==> src/rtl/laser_log_params.svh <==
// Shared width and size macros of the slow data logger
// Pipe word, ADC sample and digital input widths
// Frame length, FIFO depth and reference pin synchronizer length

`ifndef LASER_LOG_PARAMS_SVH
`define LASER_LOG_PARAMS_SVH

// One host pipe word
`define LOG_WORD_W 16

// Words per logged frame
`define LOG_FRAME_WORDS 6

// One ADC sample, two's complement
`define LOG_ADC_W 16

// Digital inputs on the front panel
`define LOG_DIN_W 3

// Default FIFO depth in words, power of two
`define LOG_FIFO_DEPTH 64

// Flops on the reference clock pin
`define LOG_EXT_SYNC 4

`endif

==> src/rtl/laser_log_pkg.sv <==
// Types of the slow data logger
// ADC sample pair, FIFO write port and the frame layout

`include "laser_log_params.svh"

package laser_log_pkg;

	// Both ADC channels, sampled together
	typedef struct packed {
		logic signed [`LOG_ADC_W-1:0] adc0;
		logic signed [`LOG_ADC_W-1:0] adc1;
	} adc_sample_t;

	// Single word write into the FIFO
	typedef struct packed {
		logic                   wr;   // Write strobe
		logic [`LOG_WORD_W-1:0] data; // Word to store
	} fifo_wr_t;

	// Status word, skipped tick count above the inputs
	typedef struct packed {
		logic [`LOG_WORD_W-`LOG_DIN_W-1:0] dropped; // Saturating
		logic [`LOG_DIN_W-1:0]             din;
	} status_t;

	// Frame fields, last declared field is word 0 and goes out first
	typedef struct packed {
		logic [`LOG_ADC_W-1:0]  diff;   // Word 5, adc0 - adc1
		logic [`LOG_ADC_W-1:0]  adc1;   // Word 4
		logic [`LOG_ADC_W-1:0]  adc0;   // Word 3
		status_t                status; // Word 2
		logic [`LOG_WORD_W-1:0] seq_hi; // Word 1
		logic [`LOG_WORD_W-1:0] seq_lo; // Word 0
	} frame_fields_t;

	// Filled through fields, sent out through words
	typedef union packed {
		logic [`LOG_FRAME_WORDS-1:0][`LOG_WORD_W-1:0] words;
		frame_fields_t                                 fields;
	} log_frame_u;

endpackage

==> src/rtl/ext_clk_conditioner.sv <==
// Reference clock pin conditioning
// Synchronizer chain and falling edge detector
// One clk1 cycle tick per falling edge of the pin

`timescale 1ns/1ps
`include "laser_log_params.svh"

module ext_clk_conditioner (
	input  logic clk1,
	input  logic arst_n,
	input  logic ext_clk_pin, // Asynchronous reference
	output logic ext_tick     // One cycle per falling edge
);

	localparam int SYNC = `LOG_EXT_SYNC;

	logic [SYNC-1:0] sync_q; // Oldest sample in the top bit
	logic            fall_q; // Edge seen between last two stages

	////////////////////////////////////////////////////////////////////////////
	// Sample the pin, detect high to low, register the detection again

	always_ff @(posedge clk1 or negedge arst_n) begin
		if (!arst_n) begin
			sync_q   <= '0;
			fall_q   <= 1'b0;
			ext_tick <= 1'b0;
		end else begin
			sync_q   <= {sync_q[SYNC-2:0], ext_clk_pin}; // Shift in
			fall_q   <= sync_q[SYNC-1] & ~sync_q[SYNC-2]; // Was high, now low
			ext_tick <= fall_q;
		end
	end

	// A single edge never gives a two cycle tick
	a_tick_single : assert property (
		@(posedge clk1) disable iff (!arst_n)
		ext_tick |=> !ext_tick
	);

endmodule

==> src/rtl/frame_logger.sv <==
// Slow data logger frame producer
// Captures seq, status and ADC samples on each accepted tick
// Writes the frame word by word into the FIFO, word 0 first
// Counts ticks skipped while busy or short of FIFO room

`timescale 1ns/1ps
`include "laser_log_params.svh"

module frame_logger #(
	parameter int DEPTH = `LOG_FIFO_DEPTH // Must match the FIFO
) (
	input  logic                          clk1,
	input  logic                          arst_n,
	input  logic                          ext_tick,
	input  logic [`LOG_DIN_W-1:0]         din,
	input  laser_log_pkg::adc_sample_t    adc,
	input  logic [$clog2(DEPTH):0]        level,   // Words now in the FIFO
	output laser_log_pkg::fifo_wr_t       fifo_wr
);

	localparam int CNT_W  = $clog2(DEPTH) + 1;
	localparam int NWORDS = `LOG_FRAME_WORDS;
	localparam int IDX_W  = $clog2(NWORDS);
	localparam int DROP_W = `LOG_WORD_W - `LOG_DIN_W;

	logic [`LOG_DIN_W-1:0]     din_q;   // Registered inputs
	logic [2*`LOG_WORD_W-1:0]  seq;     // Written frames
	logic [DROP_W-1:0]         dropped; // Skipped ticks, saturating
	logic                      busy;    // Sending a frame
	logic [IDX_W-1:0]          idx;     // Word being sent
	logic                      room;    // Six free words in the FIFO
	logic                      start;
	logic                      skip;
	laser_log_pkg::log_frame_u frame_d;
	laser_log_pkg::log_frame_u frame_q;

	assign room  = (level <= CNT_W'(DEPTH - NWORDS));
	assign start = ext_tick & ~busy & room;
	assign skip  = ext_tick & ~start; // Busy or no room

	////////////////////////////////////////////////////////////////////////////
	// Frame contents at the tick

	always_comb begin
		frame_d.fields.seq_lo         = seq[`LOG_WORD_W-1:0];
		frame_d.fields.seq_hi         = seq[2*`LOG_WORD_W-1:`LOG_WORD_W];
		frame_d.fields.status.dropped = dropped;
		frame_d.fields.status.din     = din_q;
		frame_d.fields.adc0           = adc.adc0;
		frame_d.fields.adc1           = adc.adc1;
		frame_d.fields.diff           = adc.adc0 - adc.adc1; // Wraps to 16 bits
	end

	// Input register and frame latch, payload only
	always_ff @(posedge clk1) begin
		din_q <= din;
		if (start)
			frame_q <= frame_d;
	end

	////////////////////////////////////////////////////////////////////////////
	// Counters and word sequencer

	always_ff @(posedge clk1 or negedge arst_n) begin
		if (!arst_n) begin
			seq     <= '0;
			dropped <= '0;
			busy    <= 1'b0;
			idx     <= '0;
		end else begin
			if (skip && dropped != '1)
				dropped <= dropped + 1'b1; // Stops at all ones
			if (start) begin
				seq  <= seq + 1'b1;
				busy <= 1'b1;
				idx  <= '0;
			end else if (busy) begin
				if (idx == IDX_W'(NWORDS - 1))
					busy <= 1'b0; // Last word goes out this cycle
				else
					idx <= idx + 1'b1;
			end
		end
	end

	// One word per busy cycle
	always_comb begin
		fifo_wr.wr   = busy;
		fifo_wr.data = frame_q.words[idx];
	end

	a_idx_range : assert property (
		@(posedge clk1) disable iff (!arst_n)
		busy |-> idx < IDX_W'(NWORDS)
	);

	// Frame start only with a full frame of room in the FIFO
	a_start_room : assert property (
		@(posedge clk1) disable iff (!arst_n)
		$rose(busy) |-> $past(level) <= CNT_W'(DEPTH - NWORDS)
	);

endmodule

==> src/rtl/word_fifo.sv <==
// Single clock word FIFO between logger and host pipe
// Show-ahead head word, fill level for the producer
// Circular memory with read and write pointers

`timescale 1ns/1ps
`include "laser_log_params.svh"

module word_fifo #(
	parameter int DEPTH = `LOG_FIFO_DEPTH // Power of two
) (
	input  logic                    clk1,
	input  logic                    arst_n,
	input  laser_log_pkg::fifo_wr_t fifo_wr,
	input  logic                    pop,   // Removes head this cycle
	output logic [`LOG_WORD_W-1:0]  head,  // Oldest word
	output logic                    empty,
	output logic [$clog2(DEPTH):0]  level  // Stored words
);

	localparam int AW    = $clog2(DEPTH);
	localparam int CNT_W = AW + 1;

	logic [`LOG_WORD_W-1:0] mem [DEPTH];
	logic [AW-1:0]          wr_ptr;
	logic [AW-1:0]          rd_ptr;
	logic [CNT_W-1:0]       count;
	logic                   full;
	logic                   push;
	logic                   pull;

	assign full  = (count == CNT_W'(DEPTH));
	assign empty = (count == '0);
	assign push  = fifo_wr.wr & ~full;
	assign pull  = pop & ~empty;
	assign level = count;
	assign head  = mem[rd_ptr]; // Show-ahead read

	////////////////////////////////////////////////////////////////////////////
	// Storage

	always_ff @(posedge clk1) begin
		if (push)
			mem[wr_ptr] <= fifo_wr.data;
	end

	////////////////////////////////////////////////////////////////////////////
	// Pointers and fill count

	always_ff @(posedge clk1 or negedge arst_n) begin
		if (!arst_n) begin
			wr_ptr <= '0;
			rd_ptr <= '0;
			count  <= '0;
		end else begin
			if (push)
				wr_ptr <= wr_ptr + 1'b1; // Wraps at DEPTH
			if (pull)
				rd_ptr <= rd_ptr + 1'b1;
			case ({push, pull})
				2'b10:   count <= count + 1'b1;
				2'b01:   count <= count - 1'b1;
				default: count <= count; // Both or none
			endcase
		end
	end

	// Logger holds off until a whole frame fits
	a_no_write_full : assert property (
		@(posedge clk1) disable iff (!arst_n)
		fifo_wr.wr |-> !full
	);

	// Pipe port gates host reads with empty
	a_no_pop_empty : assert property (
		@(posedge clk1) disable iff (!arst_n)
		pop |-> !empty
	);

endmodule

==> src/rtl/host_pipe_port.sv <==
// Host side of the slow logger pipe
// Read strobe to FIFO pop, registered word with a valid pulse
// Sticky flag for reads that find the FIFO empty

`timescale 1ns/1ps
`include "laser_log_params.svh"

module host_pipe_port (
	input  logic                   clk1,
	input  logic                   arst_n,
	input  logic                   pipe_read,     // Host strobe
	input  logic [`LOG_WORD_W-1:0] head,          // FIFO head word
	input  logic                   empty,
	output logic                   pop,
	output logic [`LOG_WORD_W-1:0] pipe_data,
	output logic                   pipe_valid,    // One cycle per word
	output logic                   pipe_empty,
	output logic                   pipe_underrun  // Held until reset
);

	assign pop        = pipe_read & ~empty; // Only real words leave
	assign pipe_empty = empty;

	////////////////////////////////////////////////////////////////////////////
	// Output word, payload only

	always_ff @(posedge clk1) begin
		if (pop)
			pipe_data <= head;
	end

	////////////////////////////////////////////////////////////////////////////
	// Valid pulse and underrun flag

	always_ff @(posedge clk1 or negedge arst_n) begin
		if (!arst_n) begin
			pipe_valid    <= 1'b0;
			pipe_underrun <= 1'b0;
		end else begin
			pipe_valid <= pop; // Word one cycle after the strobe
			if (pipe_read && empty)
				pipe_underrun <= 1'b1;
		end
	end

endmodule

==> src/rtl/laser_log_top.sv <==
// Slow data logger top level
// Reference pin conditioner, frame logger, word FIFO, host pipe port

`timescale 1ns/1ps
`include "laser_log_params.svh"

module laser_log_top #(
	parameter int DEPTH = `LOG_FIFO_DEPTH
) (
	input  logic                       clk1,
	input  logic                       arst_n,
	input  logic                       ext_clk_pin,
	input  logic [`LOG_DIN_W-1:0]      din,
	input  laser_log_pkg::adc_sample_t adc,
	input  logic                       pipe_read,
	output logic [`LOG_WORD_W-1:0]     pipe_data,
	output logic                       pipe_valid,
	output logic                       pipe_empty,
	output logic                       pipe_underrun
);

	logic                    ext_tick;
	laser_log_pkg::fifo_wr_t fifo_wr;
	logic [$clog2(DEPTH):0]  level;
	logic [`LOG_WORD_W-1:0]  head;
	logic                    empty;
	logic                    pop;

	////////////////////////////////////////////////////////////////////////////
	// Producer side

	ext_clk_conditioner u_ext_clk (
		.clk1        (clk1),
		.arst_n      (arst_n),
		.ext_clk_pin (ext_clk_pin),
		.ext_tick    (ext_tick)
	);

	frame_logger #(.DEPTH(DEPTH)) u_logger (
		.clk1     (clk1),
		.arst_n   (arst_n),
		.ext_tick (ext_tick),
		.din      (din),
		.adc      (adc),
		.level    (level),
		.fifo_wr  (fifo_wr)
	);

	////////////////////////////////////////////////////////////////////////////
	// Buffer and host side

	word_fifo #(.DEPTH(DEPTH)) u_fifo (
		.clk1    (clk1),
		.arst_n  (arst_n),
		.fifo_wr (fifo_wr),
		.pop     (pop),
		.head    (head),
		.empty   (empty),
		.level   (level)
	);

	host_pipe_port u_pipe (
		.clk1          (clk1),
		.arst_n        (arst_n),
		.pipe_read     (pipe_read),
		.head          (head),
		.empty         (empty),
		.pop           (pop),
		.pipe_data     (pipe_data),
		.pipe_valid    (pipe_valid),
		.pipe_empty    (pipe_empty),
		.pipe_underrun (pipe_underrun)
	);

endmodule

==> config.mk <==
export PLATFORM = sky130hd
export DESIGN_NAME = laser_log_top
export DESIGN_NICKNAME = d
export VERILOG_FILES = /design/src/rtl/laser_log_pkg.sv /design/src/rtl/ext_clk_conditioner.sv /design/src/rtl/frame_logger.sv /design/src/rtl/word_fifo.sv /design/src/rtl/host_pipe_port.sv /design/src/rtl/laser_log_top.sv
export VERILOG_INCLUDE_DIRS = /design/src /design/src/rtl
export SDC_FILE = /design/constraint.sdc
export NUM_CORES = 1
export LEC_CHECK = 0
export BUFFER_PORTS_ARGS = -buffer_cell sky130_fd_sc_hd__buf_2
export CAP_MARGIN = 20
export CORE_MARGIN = 5
export CORE_UTILIZATION = 41
export CTS_CLUSTER_DIAMETER = 150
export DETAILED_ROUTE_END_ITERATION = 12
export GPL_TIMING_DRIVEN = 0
export PLACE_DENSITY_LB_ADDON = 0.3
export REMOVE_ABC_BUFFERS = 1
export SYNTH_ARGS = -nofsm -noshare
export SYNTH_HDL_FRONTEND = slang
export SYNTH_SLANG_ARGS = --single-unit
==> constraint.sdc <==
create_clock -name clk1 -period 9.1 [get_ports clk1]
set_input_delay 1.82 -clock clk1 [delete_from_list [all_inputs] [get_ports clk1]]
set_output_delay 1.82 -clock clk1 [all_outputs]
set_load 0.01 [all_outputs]
==> results.py <==
metrics = {
    "clocking": {
        "cts_sinks": 1215,
        "cts_made_buffers": 116,
        "cts_tree": "built",
        "clkTransAtPathRegs_ns": 0.06,
        "cts_setup_buffers": 0,
        "cts_hold_buf": 0,
        "cts_root_buf": "clkbuf_16",
        "clockBufferDepth": 3,
        "cts_max_level": 3,
        "cts_resized": 0,
        "worstSkewPairLatency_ns": 0.69,
    },
    "die": {
        "ioPinCount": 58,
        "fp-row-count": 125,
        "die_w_um": 352,
        "dieArea_um2": 124000,
        "core_um2": 116000,
        "initial_utilization": 0.413,
        "fp.dieH_um": 352,
    },
    "grt": {
        "antenna_found_initial": 2,
        "groute.usage.overall": 0.171,
        "grt-ovfl-total": 0,
        "grt_pass1_vias": 24427,
        "grt_pass1_wl_um": 161000,
        "grt_max_degree": 69,
    },
    "layout": {
        "area_growth_pct": 15.9,
        "finalNetCount": 2684,
        "layout-drive-gt1-share": 0.245,
        "layout.cells.non_filler": 4236,
        "design_area_um2": 55700,
    },
    "worst_setup_path": {
        "crit_type": "in2reg",
        "cp-end-kind": "register",
        "cp_top_family": "simple AND/OR/NAND/NOR gates",
        "crit_chain": "buf_2 > nor2b_4 > ha_1 > xor2_1 > ha_1 > or3b_1 > a21oi_1 > nor2b_1 > o311ai_0 > a21oi_1 > xnor2_1",
        "max_stage_delay_ns": 0.77,
        "cp.buffers_inverters": 1,
        "critPathSlowestCell": "nor2b_4",
        "r2r_setup_slack_ns": 5.05,
        "rr_worst_depth": 8,
        "r2r-end": "u_pipe.pipe_data[4]$_DFFE_PP_",
        "arrival_ns": 4.98,
        "r2r_start": "u_fifo.rd_ptr[0]$_DFFE_PN0P_",
        "cp-start-kind": "input pin",
        "crit_fanout": 25,
        "worstPathRequired_ns": 9.68,
    },
    "place": {
        "hpwlAfterDp_um": 70900,
        "io_buffers": 57,
        "place_congestion": 0.788,
        "placed_area_um2": 51800,
        "dpl.cell_count": 4025,
    },
    "timing": {
        "finalSetupViolCount": 0,
        "rsz0062_at_grt": "false",
        "period_needed_ns": 4.41,
        "fmax_mhz": 227,
        "slew_viol_final": 0,
        "period_share": 0.484,
        "hold_viol_final": 0,
        "fin_worst_skew_ns": 0.0221,
        "slew_headroom": 0.301,
        "tightestPinTransition_ns": 1.05,
    },
    "power": {
        "peakVddDrop_uv": 204,
        "p_leak_uw": 0.0186,
        "power_density_nw_per_um2": 330,
        "finalPower_uw": 18400,
    },
    "routing": {
        "drc_errors": 0,
        "wl_um": 107000,
        "dr.pass1.iters": 6,
        "via_per_inst": 5.61,
        "drt-initial-drc-count": 2189,
        "wire_per_inst_um": 25.4,
        "vias": 23781,
        "ant_nets": 0,
    },
    "status": {
        "status": "completed",
    },
    "hold_path": {
        "hold_depth": 0,
        "worstHoldStart": "u_ext_clk.sync_q[1]$_DFF_PN0_",
        "min_path_type": "reg2reg",
        "whs_endpoint": "u_ext_clk.sync_q[2]$_DFF_PN0_",
    },
    "logic_synthesis": {
        "synthFlopType": "edfxtp_1",
        "syn_area_per_cell_um2": 19.5,
        "synth_warnings": 0,
        "syn_inst": 2467,
        "ys_seq_elements": 1215,
        "synth-seq-area-share": 0.751,
        "postSynth.asyncResetShare": 0.0626,
        "ys_types": 73,
        "syn-cell-area_um2": 48000,
        "synth-edff-count": 1136,
    },
    "run": {
        "cap_violations": 0,
    },
}
-- cell usage in the layout (no fill, tap or decap), types with 9 or more instances in the layout --
cell type,synthesis,routed
a211oi_1,36,36
o22ai_4,0,16
a21oi_1,43,43
edfxtp_1,1136,1136
xnor2_1,48,48
mux2i_1,187,187
buf_8,0,53
and3b_1,13,13
buf_16,0,24
buf_2,31,56
dfrtp_1,76,69
clkinv_1,0,22
a32oi_1,12,12
o221ai_1,16,16
ha_1,25,25
bufinv_16,0,16
nand4_1,17,17
nor2_2,0,64
xor2_1,23,23
inv_1,48,48
nand2_1,73,72
mux4_2,211,211
a211oi_2,9,9
a22oi_1,15,15
o22ai_1,64,48
mux2_2,10,10
clkbuf_1,48,22
clkinv_2,0,20
o21ai_0,40,40
clkbuf_16,0,119
buf_12,0,18
nor2_1,109,44
nand3_1,20,19
-- power by group --
| group | switching [µW] | internal (µW) | leakage, µW |
|---|---|---|---|
| Clock | 2010 | 2860 | 0.00189 |
| Combinational | 3490 | 2170 | 0.00526 |
| Sequential | 390 | 7440 | 0.0114 |
-- layout make-up --
class                      count  area, µm²
antenna                        1       2.50
clock buffer                 145       3120
clock inverter                65        731
fill                        9515      60700
inverter                      50        190
multi-input combinational   1079      11500
sequential                  1215      36100
tap                         1524       1910
timing repair buffer         157       2160
-- per-layer routing --
layer  up-vias  global-route usage  share of wire  wire length [µm]
met5         -                   0              0                 0
met1     12505               0.236           0.42             45300
li1      10347                   -              -                 -
met2       784               0.281           0.49             52800
met4         0              0.0477          0.024              2550
met3       145              0.0322          0.063              6820
-- metrics by stage --
stage / hold slack [ns] / worst slack (ns) / TNS (ns) / util
finish: 0.350 / 4.69 / 0 / 0.479
global route: 0.369 / 4.62 / 0 / 0.479
CTS: 0.350 / 4.79 / 0 / 0.479
detailed placement: 0.336 / 4.04 / 0 / 0.446
global placement: 0.334 / -10.94 / -201.19 / 0.426
floorplan: 0.331 / -4.10 / -69.12 / -
-- kinds of logic after synthesis --
| group | synth area share |
|---|---|
| flip-flops | 0.751 |
| AND/OR/NAND/NOR | 0.0297 |
| buffers and inverters | 0.0183 |
| AO/OA/AOI/OAI | 0.0410 |
| adder cells (fa/ha/maj) | 0.00693 |
| XOR/XNOR | 0.0129 |
| multiplexers | 0.140 |
-- cells in the mapped netlist (4+ instances only) --
cell type     n  area (µm²)
mux4_2      211        4750
a211oi_1     36         270
xnor2_1      48         420
edfxtp_1   1136       34100
and2_1        6        37.5
xor2_1       23         201
inv_1        48         180
o21ai_0      40         200
nor2b_1       8        50.1
o21ai_1       4        20.0
buf_1        13        48.8
nand2_1      73         274
dfrtp_1      76        1900
a22oi_1      15         113
mux2_2       10         113
buf_2        31         155
o21a_1        8        60.1
nand3_1      20         100
mux2i_1     187        1870
clkbuf_1     48         180
o22ai_1      64         400
and3_1        5        31.3
o221ai_1     16         140
ha_1         25         313
and3b_1      13         114
a21oi_1      43         215
a32oi_1      12         105
nor3_1        5        25.0
buf_4        10        75.1
buf_6        20         225
a21o_1        8        60.1
nand3b_1      6        45.0
nor2_1      109         409
a211oi_2      9         113
nand4_1      17         106
-- worst max path at each step --
stage,startpoint,endpoint,depth (start not counted)
5_1_grt,pipe_read,u_fifo.level[6]$_DFFE_PN0P_,11
4_1_cts,pipe_read,u_fifo.level[6]$_DFFE_PN0P_,11
6_report,pipe_read,u_fifo.level[6]$_DFFE_PN0P_,11
3_3_place_gp,u_fifo.rd_ptr[0]$_DFFE_PN0P_,u_pipe.pipe_data[10]$_DFFE_PP_,6
2_1_floorplan,u_fifo.rd_ptr[0]$_DFFE_PN0P_,u_pipe.pipe_data[10]$_DFFE_PP_,6
3_5_place_dp,pipe_read,u_fifo.level[6]$_DFFE_PN0P_,11
-- sequential cells by signal, indices dropped and copies added (netlist names), 6 cells and up --
register,flops
u_fifo.level,7
u_fifo.mem,1024
u_fifo.rd_ptr,6
u_fifo.wr_ptr,6
u_logger.dropped,13
u_logger.frame_q,96
u_logger.seq,32
u_pipe.pipe_data,16
Power figures use the tool's default switching activity.
